[config.mk]
export PLATFORM = sky130hd
export DESIGN_NAME = matvec_top
export DESIGN_NICKNAME = d
export VERILOG_FILES = /design/src/hw/matvec_pkg.sv /design/src/hw/mac_unit.sv /design/src/hw/matrix_store.sv /design/src/hw/matvec_sequencer.sv /design/src/hw/matvec_top.sv /design/src/hw/vector_store.sv
export VERILOG_INCLUDE_DIRS = /design/src /design/src/hw
export SDC_FILE = /design/constraint.sdc
export NUM_CORES = 1
export LEC_CHECK = 0
export BUFFER_PORTS_ARGS = -buffer_cell sky130_fd_sc_hd__buf_2
export CAP_MARGIN = 20
export CORE_MARGIN = 2
export CORE_UTILIZATION = 40
export DETAILED_ROUTE_END_ITERATION = 16
export PLACE_DENSITY = 0.58
export SYNTH_ARGS = -nofsm -noshare
export SYNTH_HDL_FRONTEND = slang
export SYNTH_SLANG_ARGS = --single-unit
[constraint.sdc]
create_clock -name clk -period 24.3 [get_ports clk]
set_clock_uncertainty 0.15 [all_clocks]
set_input_delay 2.43 -clock clk [delete_from_list [all_inputs] [get_ports clk]]
set_output_delay 2.43 -clock clk [all_outputs]
set_load 0.02 [all_outputs]
[src/hw/matvec_config.svh]
// ----------------------------------------------------------------------
// matrix-vector multiplier configuration
// ----------------------------------------------------------------------

`ifndef MATVEC_CONFIG_SVH
`define MATVEC_CONFIG_SVH

// matrix is MATVEC_N by MATVEC_N and the vector has MATVEC_N entries
`define MATVEC_N 3

// width of every signed word on the input stream
`define MATVEC_DATA_W 14

// products, running sums and results all share this width
// one full-scale product fits, but two or three of them can pass the limit,
// so rows of extreme inputs do reach the saturation logic
`define MATVEC_ACC_W 28

`endif

[src/hw/matvec_pkg.sv]
// ----------------------------------------------------------------------
// matrix-vector multiplier types
// ----------------------------------------------------------------------

`include "matvec_config.svh"

package matvec_pkg;

    // one signed word from the input stream, matrix or vector entry
    typedef logic signed [`MATVEC_DATA_W-1:0] data_t;

    // signed product, running sum and row result
    typedef logic signed [`MATVEC_ACC_W-1:0] acc_t;

    // row or column position inside the matrix
    typedef logic [$clog2(`MATVEC_N)-1:0] idx_t;

    // frame sequencing
    // a frame starts in S_FIRST, where new_matrix picks the load path,
    // and ends when the last row result has been taken
    typedef enum logic [2:0] {
        S_FIRST    = 3'd0, // idle until the first word of a frame
        S_LOAD_W   = 3'd1, // rest of the matrix words
        S_LOAD_X   = 3'd2, // vector words
        S_ISSUE    = 3'd3, // column reads for the current row
        S_WAIT_OUT = 3'd4  // row result waits for the consumer
    } seq_state_e;

endpackage

[src/hw/mac_unit.sv]
// ----------------------------------------------------------------------
// multiply and saturating accumulate
// ----------------------------------------------------------------------

`timescale 1ns/100ps

module mac_unit import matvec_pkg::*; (
    input  logic  clk,
    input  logic  reset,
    input  data_t w_data,
    input  data_t x_data,
    input  logic  term_valid,
    input  logic  term_first,
    input  logic  term_last,
    input  logic  output_ready,
    output logic  output_valid,
    output acc_t  output_data,
    output logic  row_taken
);

    localparam int ACC_W = $bits(acc_t);
    localparam acc_t ACC_MAX = {1'b0, {(ACC_W-1){1'b1}}};
    localparam acc_t ACC_MIN = {1'b1, {(ACC_W-1){1'b0}}};

    acc_t product;
    acc_t acc_base;
    acc_t raw_sum;
    acc_t sat_sum;
    acc_t acc_q;
    acc_t result_q;

    // both operands are sign extended before the multiply
    assign product = acc_t'(w_data) * acc_t'(x_data);

    assign acc_base = term_first ? '0 : acc_q; // first column starts a fresh row
    assign raw_sum = acc_base + product;

    // overflow shows as a sum whose sign differs from two equal-signed operands
    always_comb begin
        sat_sum = raw_sum;
        if (!acc_base[ACC_W-1] && !product[ACC_W-1] && raw_sum[ACC_W-1]) begin
            sat_sum = ACC_MAX;
        end else if (acc_base[ACC_W-1] && product[ACC_W-1] && !raw_sum[ACC_W-1]) begin
            sat_sum = ACC_MIN;
        end
    end

    always_ff @(posedge clk) begin
        if (term_valid) begin
            acc_q <= sat_sum;
        end
        if (term_valid && term_last) begin
            result_q <= sat_sum; // held here until the consumer takes it
        end
    end

    always_ff @(posedge clk) begin
        if (reset) begin
            output_valid <= 1'b0;
        end else if (term_valid && term_last) begin
            output_valid <= 1'b1;
        end else if (row_taken) begin
            output_valid <= 1'b0;
        end
    end

    assign output_data = result_q;
    assign row_taken = output_valid && output_ready; // lets the sequencer move on after the take

endmodule

[src/hw/matrix_store.sv]
// ----------------------------------------------------------------------
// matrix word store
// ----------------------------------------------------------------------

`timescale 1ns/100ps

`include "matvec_config.svh"

module matrix_store import matvec_pkg::*; (
    input  logic  clk,
    input  logic  reset,
    input  logic  wr_en,
    input  data_t wr_data,
    input  logic  rd_en,
    input  idx_t  rd_row,
    input  idx_t  rd_col,
    output logic  last,
    output data_t rd_data
);

    localparam int SLOTS = `MATVEC_N * `MATVEC_N;
    localparam int ADDR_W = $clog2(SLOTS);
    localparam logic [ADDR_W-1:0] LAST_SLOT = ADDR_W'(SLOTS - 1);

    data_t             mem [SLOTS];
    logic [ADDR_W-1:0] wr_ptr;
    logic [ADDR_W-1:0] rd_addr;

    // words arrive in row-major order, so the pointer is the flat index
    assign last = wr_en && (wr_ptr == LAST_SLOT);

    assign rd_addr = ADDR_W'(rd_row) * ADDR_W'(`MATVEC_N) + ADDR_W'(rd_col);

    always_ff @(posedge clk) begin
        if (reset) begin
            wr_ptr <= '0;
        end else if (wr_en) begin
            wr_ptr <= last ? '0 : wr_ptr + 1'b1; // wrap ready for the next reload
        end
    end

    always_ff @(posedge clk) begin
        if (wr_en) begin
            mem[wr_ptr] <= wr_data;
        end
        if (rd_en) begin
            rd_data <= mem[rd_addr];
        end
    end

endmodule

[src/hw/matvec_sequencer.sv]
// ----------------------------------------------------------------------
// frame sequencer
// ----------------------------------------------------------------------

`timescale 1ns/100ps

`include "matvec_config.svh"

module matvec_sequencer import matvec_pkg::*; (
    input  logic clk,
    input  logic reset,
    input  logic input_valid,
    input  logic new_matrix,
    input  logic w_last,
    input  logic x_last,
    input  logic row_taken,
    output logic input_ready,
    output logic w_wr_en,
    output logic x_wr_en,
    output logic rd_en,
    output idx_t rd_row,
    output idx_t rd_col,
    output logic term_valid,
    output logic term_first,
    output logic term_last
);

    localparam idx_t LAST_IDX = idx_t'(`MATVEC_N - 1);

    seq_state_e state;
    seq_state_e state_next;
    idx_t       row_q;
    idx_t       col_q;
    logic       accept;
    logic       to_matrix;

    // the input side is open only while a frame is being loaded
    assign input_ready = (state == S_FIRST) || (state == S_LOAD_W) || (state == S_LOAD_X);
    assign accept = input_valid && input_ready;

    // new_matrix only matters on the first word of a frame
    assign to_matrix = (state == S_LOAD_W) || ((state == S_FIRST) && new_matrix);

    assign w_wr_en = accept && to_matrix;
    assign x_wr_en = accept && !to_matrix;

    assign rd_en = (state == S_ISSUE);
    assign rd_row = row_q;
    assign rd_col = col_q;

    always_comb begin
        state_next = state;
        case (state)
            S_FIRST, S_LOAD_W, S_LOAD_X: begin
                // the stores flag their final slot, so no word count is kept here
                if (w_wr_en) begin
                    state_next = w_last ? S_LOAD_X : S_LOAD_W;
                end else if (x_wr_en) begin
                    state_next = x_last ? S_ISSUE : S_LOAD_X;
                end
            end
            S_ISSUE: begin
                if (col_q == LAST_IDX) begin
                    state_next = S_WAIT_OUT;
                end
            end
            S_WAIT_OUT: begin
                // a stalled consumer keeps us here, one row in flight at most
                if (row_taken) begin
                    state_next = (row_q == LAST_IDX) ? S_FIRST : S_ISSUE;
                end
            end
            default: begin
                state_next = S_FIRST;
            end
        endcase
    end

    always_ff @(posedge clk) begin
        if (reset) begin
            state <= S_FIRST;
        end else begin
            state <= state_next;
        end
    end

    // column steps once per read, row steps once per taken result
    always_ff @(posedge clk) begin
        if (reset) begin
            row_q <= '0;
            col_q <= '0;
        end else begin
            if (state == S_ISSUE) begin
                col_q <= (col_q == LAST_IDX) ? '0 : col_q + 1'b1;
            end
            if ((state == S_WAIT_OUT) && row_taken) begin
                row_q <= (row_q == LAST_IDX) ? '0 : row_q + 1'b1;
            end
        end
    end

    // read data is registered in the stores, so the term flags trail rd_en by one
    always_ff @(posedge clk) begin
        if (reset) begin
            term_valid <= 1'b0;
            term_first <= 1'b0;
            term_last  <= 1'b0;
        end else begin
            term_valid <= rd_en;
            term_first <= rd_en && (col_q == '0);
            term_last  <= rd_en && (col_q == LAST_IDX);
        end
    end

endmodule

[src/hw/matvec_top.sv]
// ----------------------------------------------------------------------
// streaming matrix-vector multiplier
// ----------------------------------------------------------------------

`timescale 1ns/100ps

module matvec_top import matvec_pkg::*; (
    input  logic  clk,
    input  logic  reset,
    input  logic  input_valid,
    output logic  input_ready,
    input  data_t input_data,
    input  logic  new_matrix,
    output logic  output_valid,
    input  logic  output_ready,
    output acc_t  output_data
);

    logic  w_wr_en;
    logic  x_wr_en;
    logic  w_last;
    logic  x_last;
    logic  rd_en;
    idx_t  rd_row;
    idx_t  rd_col;
    data_t w_rd_data;
    data_t x_rd_data;
    logic  term_valid;
    logic  term_first;
    logic  term_last;
    logic  row_taken;

    matvec_sequencer i_sequencer (
        .clk         (clk),
        .reset       (reset),
        .input_valid (input_valid),
        .new_matrix  (new_matrix),
        .w_last      (w_last),
        .x_last      (x_last),
        .row_taken   (row_taken),
        .input_ready (input_ready),
        .w_wr_en     (w_wr_en),
        .x_wr_en     (x_wr_en),
        .rd_en       (rd_en),
        .rd_row      (rd_row),
        .rd_col      (rd_col),
        .term_valid  (term_valid),
        .term_first  (term_first),
        .term_last   (term_last)
    );

    // both stores see the input word, only the strobed one keeps it
    matrix_store i_matrix_store (
        .clk(clk), .reset(reset), .wr_en(w_wr_en), .wr_data(input_data), .rd_en(rd_en),
        .rd_row(rd_row), .rd_col(rd_col), .last(w_last), .rd_data(w_rd_data)
    );

    vector_store i_vector_store (
        .clk(clk), .reset(reset), .wr_en(x_wr_en), .wr_data(input_data), .rd_en(rd_en),
        .rd_col(rd_col), .last(x_last), .rd_data(x_rd_data)
    );

    mac_unit i_mac_unit (
        .clk(clk), .reset(reset), .w_data(w_rd_data), .x_data(x_rd_data),
        .term_valid(term_valid), .term_first(term_first), .term_last(term_last),
        .output_ready(output_ready), .output_valid(output_valid),
        .output_data(output_data), .row_taken(row_taken)
    );

endmodule

[src/hw/vector_store.sv]
// ----------------------------------------------------------------------
// vector word store
// ----------------------------------------------------------------------

`timescale 1ns/100ps

`include "matvec_config.svh"

module vector_store import matvec_pkg::*; (
    input  logic  clk,
    input  logic  reset,
    input  logic  wr_en,
    input  data_t wr_data,
    input  logic  rd_en,
    input  idx_t  rd_col,
    output logic  last,
    output data_t rd_data
);

    localparam idx_t LAST_SLOT = idx_t'(`MATVEC_N - 1);

    data_t mem [`MATVEC_N];
    idx_t  wr_ptr;

    assign last = wr_en && (wr_ptr == LAST_SLOT); // final vector word of the frame

    always_ff @(posedge clk) begin
        if (reset) begin
            wr_ptr <= '0;
        end else if (wr_en) begin
            wr_ptr <= last ? '0 : wr_ptr + 1'b1;
        end
    end

    // same entry is read once per row, the column index alone selects it
    always_ff @(posedge clk) begin
        if (wr_en) begin
            mem[wr_ptr] <= wr_data;
        end
        if (rd_en) begin
            rd_data <= mem[rd_col];
        end
    end

endmodule

==> impl_metrics.json, run 1 <==
{
  "ys_warn_count": 0,
  "start_kind": "flip-flop",
  "layoutNonFillerInstCount": 2240,
  "grt_pass1_vias": 12040,
  "clk_pin_slew_ns": 0.06,
  "cts_root_buf": "clkbuf_16",
  "placed_area_um2": 19850,
  "fmax_mhz": 105.9,
  "globalplace.congestion": 0.8229,
  "layout.nets": 1935,
  "rsz0062_at_grt": "no",
  "drt_wl_total_mm": 39.51,
  "portBuffers": 48,
  "cts_hold_buffers": 0,
  "max_slew_margin": 0.3178,
  "worst_pin_slew_ns": 1.023,
  "finalInstanceArea_um2": 20820,
  "rr_endpoint": "i_mac_unit.output_data[6]$_DFFE_PP_",
  "drtAntennaViolNets": 0,
  "syn_avg_cell_area_um2": 12.05,
  "wl_per_cell_um": 17.64,
  "syn_area_um2": 18950,
  "worstPathArrival_ns": 9.57,
  "max_stage_delay_ns": 0.59,
  "start_util": 0.4063,
  "grt_max_degree": 35,
  "crit_path_max_fanout": 28,
  "cts_buffers": 30,
  "drc": 1,
  "maxCapViolations": 0,
  "rows": 79,
  "failed_checks": "design-rule violations",
  "synth_nets": 1895,
  "outcome": "finished with violations",
  "startpoint": "i_vector_store.rd_data[2]$_DFFE_PP_",
  "crit_required_ns": 24.42,
  "async_reset_ff_frac": 0,
  "setup_viol": 0,
  "tritoncts": "done",
  "overflow": 0,
  "hold_violations": 0,
  "routed_via_density": 5.013,
  "fp.dieW_um": 221.7,
  "rr_worst_depth": 32,
  "clock-sinks": 269,
  "syn2layout_area_growth_pct": 9.822,
  "grt_pass1_wl_mm": 64.76,
  "antenna_found_initial": 0,
  "ys_seq_area_frac": 0.4172,
  "drv_slew": 0,
  "drt_pass1_iterations": 11,
  "crit_end": "i_mac_unit.output_data[6]$_DFFE_PP_",
  "grt_usage": 0.1663,
  "cp-end-kind": "flip-flop",
  "ys_types": 61,
  "synth_top_flop_cell": "edfxtp_1",
  "dp.cells": 2187,
  "ys_ff_latch": 269,
  "dp_hpwl_mm": 29.39,
  "cts_setup_buffers": 0,
  "hp-start": "i_sequencer.state[1]$_SDFFE_PP0P_",
  "n_antenna_cell": 0,
  "slowest_stage": "edfxtp_1",
  "period_needed_ns": 9.445,
  "fin_tns_setup_ns": 0,
  "cts_resized": 0,
  "ios": 49,
  "drive_gt1_frac": 0.08818,
  "finalCritPeriodShare": 0.3887,
  "crit_type": "flip-flop to flip-flop",
  "route.vias.total": 11230,
  "dieArea_um2": 49140,
  "core_um2": 46650,
  "hold_path_class": "flip-flop to flip-flop",
  "synthCells": 1573,
  "clock_path_buffers": 3,
  "r2r-start": "i_vector_store.rd_data[2]$_DFFE_PP_",
  "die_h_um": 221.7,
  "reg2reg_slack_ns": 14.85,
  "drt-initial-drc-count": 613,
  "clk_latency_ns": 0.56,
  "synth_edf_count": 252,
  "htreeDepth": 1
}
cell usage in the layout, fill, tap and decap left out, types with 9 or more instances in the layout:
| cell type | netlist | final |
|---|---|---|
| edfxtp_1 | 252 | 252 |
| inv_1 | 231 | 231 |
| fa_1 | 198 | 198 |
| nand2_1 | 139 | 139 |
| and2_1 | 114 | 114 |
| ha_1 | 105 | 104 |
| o21ai_0 | 62 | 62 |
| a21oi_1 | 54 | 54 |
| nor2_1 | 52 | 52 |
| buf_2 | 4 | 48 |
| nor2b_1 | 35 | 35 |
| xnor2_1 | 35 | 35 |
| clkbuf_16 | 0 | 32 |
| mux2i_1 | 31 | 31 |
| mux4_2 | 28 | 28 |
| xor2_1 | 22 | 22 |
| o21ai_1 | 20 | 20 |
| nand2b_1 | 17 | 17 |
| dfxtp_1 | 17 | 17 |
| a21o_1 | 16 | 16 |
| buf_4 | 0 | 11 |
| nor3_1 | 10 | 9 |
area by class of cell:
class / count / area (um^2)
clock buffer: 40 / 840.8
clock inverter: 12 / 93.84
fill: 4334 / 25840
inverter: 232 / 870.8
multi-input combinational: 1020 / 9993
sequential: 269 / 7908
tap: 607 / 759.5
timing repair buffer: 60 / 350.3
sequential cells by signal (all words and copies together) (netlist names):
name	count
i_mac_unit.acc_q	28
i_mac_unit.output_data	28
i_mac_unit.output_valid	1
i_matrix_store.mem	126
i_matrix_store.rd_data	14
i_matrix_store.wr_ptr	4
i_sequencer.rd_col	2
i_sequencer.rd_row	2
i_sequencer.state	3
i_sequencer.term_first	1
i_sequencer.term_last	1
i_sequencer.term_valid	1
i_vector_store.mem	42
i_vector_store.rd_data	14
i_vector_store.wr_ptr	2
per-layer routing:
metal / up-vias / share of wire / track usage / wire length (um)
met5: - / 0 / 0 / 0
met4: 0 / 0.017 / 0.03727 / 679
met3: 44 / 0.034 / 0.01789 / 1344
met1: 5676 / 0.43 / 0.2145 / 16920
met2: 178 / 0.52 / 0.3017 / 20560
li1: 5332 / - / - / -
through the flow:
step | setup slack [ns] | hold slack [ns] | util
5_1_grt | 14.43 | 0.3994 | 0.4462
6_report | 14.85 | 0.3672 | 0.4462
4_1_cts | 14.90 | 0.3658 | 0.4456
2_1_floorplan | 15.80 | 0.3294 | -
3_3_place_gp | 15.05 | 0.3525 | 0.4256
3_5_place_dp | 14.93 | 0.3576 | 0.4256
worst min-delay path by stage:
| stage | end | slack (ns) | cells after the start |
|---|---|---|---|
| final | i_sequencer.state[1]$_SDFFE_PP0P_ | 0.37 | 2 |
| after global routing | i_matrix_store.rd_data[12]$_DFFE_PP_ | 0.40 | 2 |
| after CTS | i_sequencer.state[1]$_SDFFE_PP0P_ | 0.37 | 2 |
| after detailed placement | i_sequencer.state[1]$_SDFFE_PP0P_ | 0.36 | 2 |
| after global placement | i_vector_store.rd_data[1]$_DFFE_PP_ | 0.35 | 2 |
| after floorplan | i_sequencer.state[1]$_SDFFE_PP0P_ | 0.33 | 2 |
worst max-delay path, delay by kind of cell (launching register included):
kind                     cells  cell delay [ns]
flip-flops                   1             0.59
multiplexers                 1             0.22
AND/OR/NAND/NOR              1             0.27
XOR/XNOR                     1             0.21
adder cells (fa/ha/maj)      8             3.69
buffers and inverters        7             0.65
AO/OA/AOI/OAI               14             3.37
kinds of logic (layout without fill, tap and decap cells):
kind of cell / count (synthesis) / count (layout) / synth area share
simple gates: 398 / 398 / 0.1058
flops: 269 / 269 / 0.4172
buf+inv: 284 / 344 / 0.05651
xor+xnor: 57 / 57 / 0.02634
fa+ha+maj: 303 / 303 / 0.2784
mux: 61 / 61 / 0.05116
compound gates: 201 / 201 / 0.06456
synthesized netlist by cell type (all sizes together) (3+ instances only):
cell    count  share of area
o21bai      5         0.0020
and4        3         0.0014
dfxtp      17          0.018
nor4        3        0.00099
a21oi      54          0.014
nand3       6         0.0016
or3         3        0.00099
nor2b      35          0.012
ha        105          0.069
o21a        6         0.0024
xnor2      35          0.016
a211oi      6         0.0026
xor2       22          0.010
nor3b       4         0.0016
and2      114          0.038
a21boi      3         0.0012
inv       231          0.046
buf        11         0.0024
a21o       16         0.0063
nor3       10         0.0026
clkbuf     41         0.0081
fa        198           0.21
nor2       52          0.010
mux4       28          0.033
a31o        4         0.0018
edfxtp    252           0.40
o21ai      83          0.023
nand2     139          0.028
and3        7         0.0023
nand2b     17         0.0056
mux2i      32          0.017
Power of run 1 is left out: the tool's default activity adds up to more than one toggle a clock period on the data nets, which glitch-free logic cannot reach.
==> run 2, diff against run 1 <==
ABC_AREA = 1   (was unset)
clock period = 8.7 ns   (was 24.3 ns; I/O delays follow)
==> run 2 against run 1 <==
Against the previous run:
- the run now ends clean
- cell area increased by 6.8%
- register-to-register slack got worse by 14 ns
- hold slack got worse by 0.047 ns
- flip-flop and latch count unchanged
- critical path depth decreased by 4
- sequential share of layout area decreased by 2.4 points
- die area increased by 6.5%
- fmax increased by 18%
==> impl_metrics.json, run 2 <==
{
  "outcome": "finished clean",
  "finalCritPeriodShare": 0.9167,
  "route.vias.total": 13920,
  "vdd_drop_max_uv": 167.9,
  "drc": 0,
  "synth_nets": 2492,
  "grt_max_degree": 85,
  "start_util": 0.4038,
  "ys_seq_area_frac": 0.3911,
  "globalplace.congestion": 0.8916,
  "hold_path_class": "flip-flop to flip-flop",
  "rsz0062_at_grt": "no",
  "final_cell_mix": "nand2_1 (549), inv_1 (497), edfxtp_1 (252), fa_1 (198), ha_1 (104)",
  "worstPathArrival_ns": 8.12,
  "synth_top_flop_cell": "edfxtp_1",
  "placed_area_um2": 21200,
  "crit_type": "flip-flop to flip-flop",
  "yosysMostFrequentCell": "nand2_1",
  "finalInstanceArea_um2": 22220,
  "die_h_um": 228.8,
  "path_delay_family": "adder cells",
  "wl_per_cell_um": 16.19,
  "drt_wl_total_mm": 46.94,
  "hold_violations": 0,
  "async_reset_ff_frac": 0,
  "worst_pin_slew_ns": 0.9750,
  "tritoncts": "done",
  "overflow": 0,
  "cp-end-kind": "flip-flop",
  "yosysTopAreaCell": "edfxtp_1",
  "syn2layout_area_growth_pct": 9.914,
  "clk_pin_slew_ns": 0.06,
  "period_needed_ns": 7.976,
  "synth.top_cell.area_share": 0.3743,
  "syn_area_um2": 20220,
  "rr_worst_depth": 28,
  "ys_types": 37,
  "drt-initial-drc-count": 900,
  "drv_slew": 0,
  "fmax_mhz": 125.4,
  "fin_util": 0.4438,
  "layout.nets": 2529,
  "start_kind": "flip-flop",
  "max_stage_delay_ns": 0.76,
  "portBuffers": 48,
  "cts_root_buf": "clkbuf_16",
  "crit_required_ns": 8.85,
  "top_register": "i_matrix_store.mem",
  "clk_latency_ns": 0.57,
  "setup_viol": 0,
  "antenna_found_initial": 0,
  "ys_ff_latch": 269,
  "pre_cts_ws_ns": 0.7551,
  "synthCells": 2170,
  "maxCapViolations": 0,
  "cts_setup_buffers": 0,
  "cts_buffers": 29,
  "ios": 49,
  "dieArea_um2": 52360,
  "cts_resized": 0,
  "path_buf_inv": 3,
  "crit_path_frequent_cell": "nand2_1",
  "rr_endpoint": "i_mac_unit.output_data[15]$_DFFE_PP_",
  "htreeDepth": 1,
  "finalWorstSetupSlack_ns": 0.7243,
  "r2r-start": "i_vector_store.rd_data[0]$_DFFE_PP_",
  "drtAntennaViolNets": 0,
  "ys_warn_count": 0,
  "fp.dieW_um": 228.8,
  "core_um2": 50070,
  "n_antenna_cell": 0,
  "reg2reg_slack_ns": 0.72,
  "synth_area_leaders": "edfxtp_1 (37%), fa_1 (20%), nand2_1 (10%)",
  "cp.depth": 28,
  "clock-sinks": 269,
  "slowest_stage": "fa_1",
  "drive_gt1_frac": 0.06059,
  "grt_pass1_vias": 14650,
  "max_slew_margin": 0.3500,
  "startpoint": "i_vector_store.rd_data[0]$_DFFE_PP_",
  "clock_path_buffers": 3,
  "crit_path_max_fanout": 28,
  "grt_pass1_wl_mm": 77.78,
  "routed_via_density": 4.800,
  "dp_hpwl_mm": 36.46,
  "drt_pass1_iterations": 5,
  "grt_usage": 0.1852,
  "crit_end": "i_mac_unit.output_data[15]$_DFFE_PP_",
  "power_leakage_nw": 10.69,
  "cts_hold_buffers": 0,
  "power_density_nw_per_um2": 266.9,
  "synthTopCellsByCount": "nand2_1 (549), inv_1 (497), edfxtp_1 (252)",
  "fin_tns_setup_ns": 0,
  "synth_edf_count": 252,
  "syn_avg_cell_area_um2": 9.317,
  "largest_registers": "i_matrix_store.mem x126, i_vector_store.mem x42",
  "rows": 82,
  "largest_register_ffs": 126,
  "final_common_cell": "nand2_1"
}
==> run 2: cell count changes after synthesis, moves of 15 or more <==
| cell | delta |
|---|---|
| inv_1 | +266 |
| o211ai_1 | +27 |
| nand2b_1 | -17 |
| a21o_1 | -15 |
| nor2_1 | +48 |
| nand3_1 | +62 |
| nor2b_1 | -35 |
| and2_1 | -114 |
| nand2_1 | +410 |
| nand4_1 | +15 |
| o21ai_1 | -19 |
| a21oi_1 | +37 |
| mux4_2 | -28 |
| xnor2_1 | -21 |
==> run 2: worst min-delay path, cell delays in order (launching register included) <==
cell,delay (ns)
dfxtp_1,0.30
nand2_1,0.06
a21oi_1,0.06
==> run 2: where the power goes <==
group / total (mW) / switching, mW / internal [mW]
clock network: 1.27 / 0.510 / 0.761
logic: 2.99 / 1.99 / 1.00
registers: 1.67 / 0.0127 / 1.65
total: 5.93 / 2.51 / 3.42
==> run 2: logic make-up after synthesis <==
group / after synthesis / share of synthesized area
AO/OA/AOI/OAI: 197 / 0.05452
adder cells (fa/ha/maj): 303 / 0.2610
XOR/XNOR: 47 / 0.02036
flip-flops: 269 / 0.3911
multiplexers: 28 / 0.01386
AND/OR/NAND/NOR: 768 / 0.1537
buffers and inverters: 558 / 0.1054
==> run 2: final cells by class <==
class                      count  area [um^2]
timing repair buffer          65        395.4
fill                        4966        27850
clock buffer                  33        740.7
multi-input combinational   1343        10220
inverter                     499         1873
clock inverter                19        241.5
tap                          672        840.8
sequential                   269         7908
==> run 2: worst min path at each step <==
stage                                                    start                              endpoint  slack, ns  cells after the start
after floorplan               i_sequencer.term_last$_SDFF_PP0_  i_mac_unit.output_valid$_SDFFE_PP0P_       0.29                      2
after global placement    i_mac_unit.output_valid$_SDFFE_PP0P_  i_mac_unit.output_valid$_SDFFE_PP0P_       0.31                      2
after detailed placement      i_sequencer.term_last$_SDFF_PP0_  i_mac_unit.output_valid$_SDFFE_PP0P_       0.32                      2
after CTS                     i_sequencer.term_last$_SDFF_PP0_  i_mac_unit.output_valid$_SDFFE_PP0P_       0.33                      2
after global routing          i_sequencer.term_last$_SDFF_PP0_  i_mac_unit.output_valid$_SDFFE_PP0P_       0.36                      2
final                         i_sequencer.term_last$_SDFF_PP0_  i_mac_unit.output_valid$_SDFFE_PP0P_       0.32                      2
==> run 2: layer usage <==
layer,share of wire,global-route usage,up-vias,wire length (um)
met3,0.030,0.01921,80,1401
met4,0.023,0.04444,0,1077
met2,0.50,0.3305,225,23360
met5,0,0,-,0
met1,0.45,0.2420,6796,21100
li1,-,-,6820,-
==> run 2: stage by stage <==
stage,total power [mW],hold slack (ns),cells
final,5.931,0.3207,2900
after global routing,6.483,0.3645,2900
after CTS,5.983,0.3259,2898
after detailed placement,4.690,0.3164,2846
after global placement,4.661,0.3125,2846
after floorplan,3.954,0.2938,2170
Power figures use the tool's default switching activity.
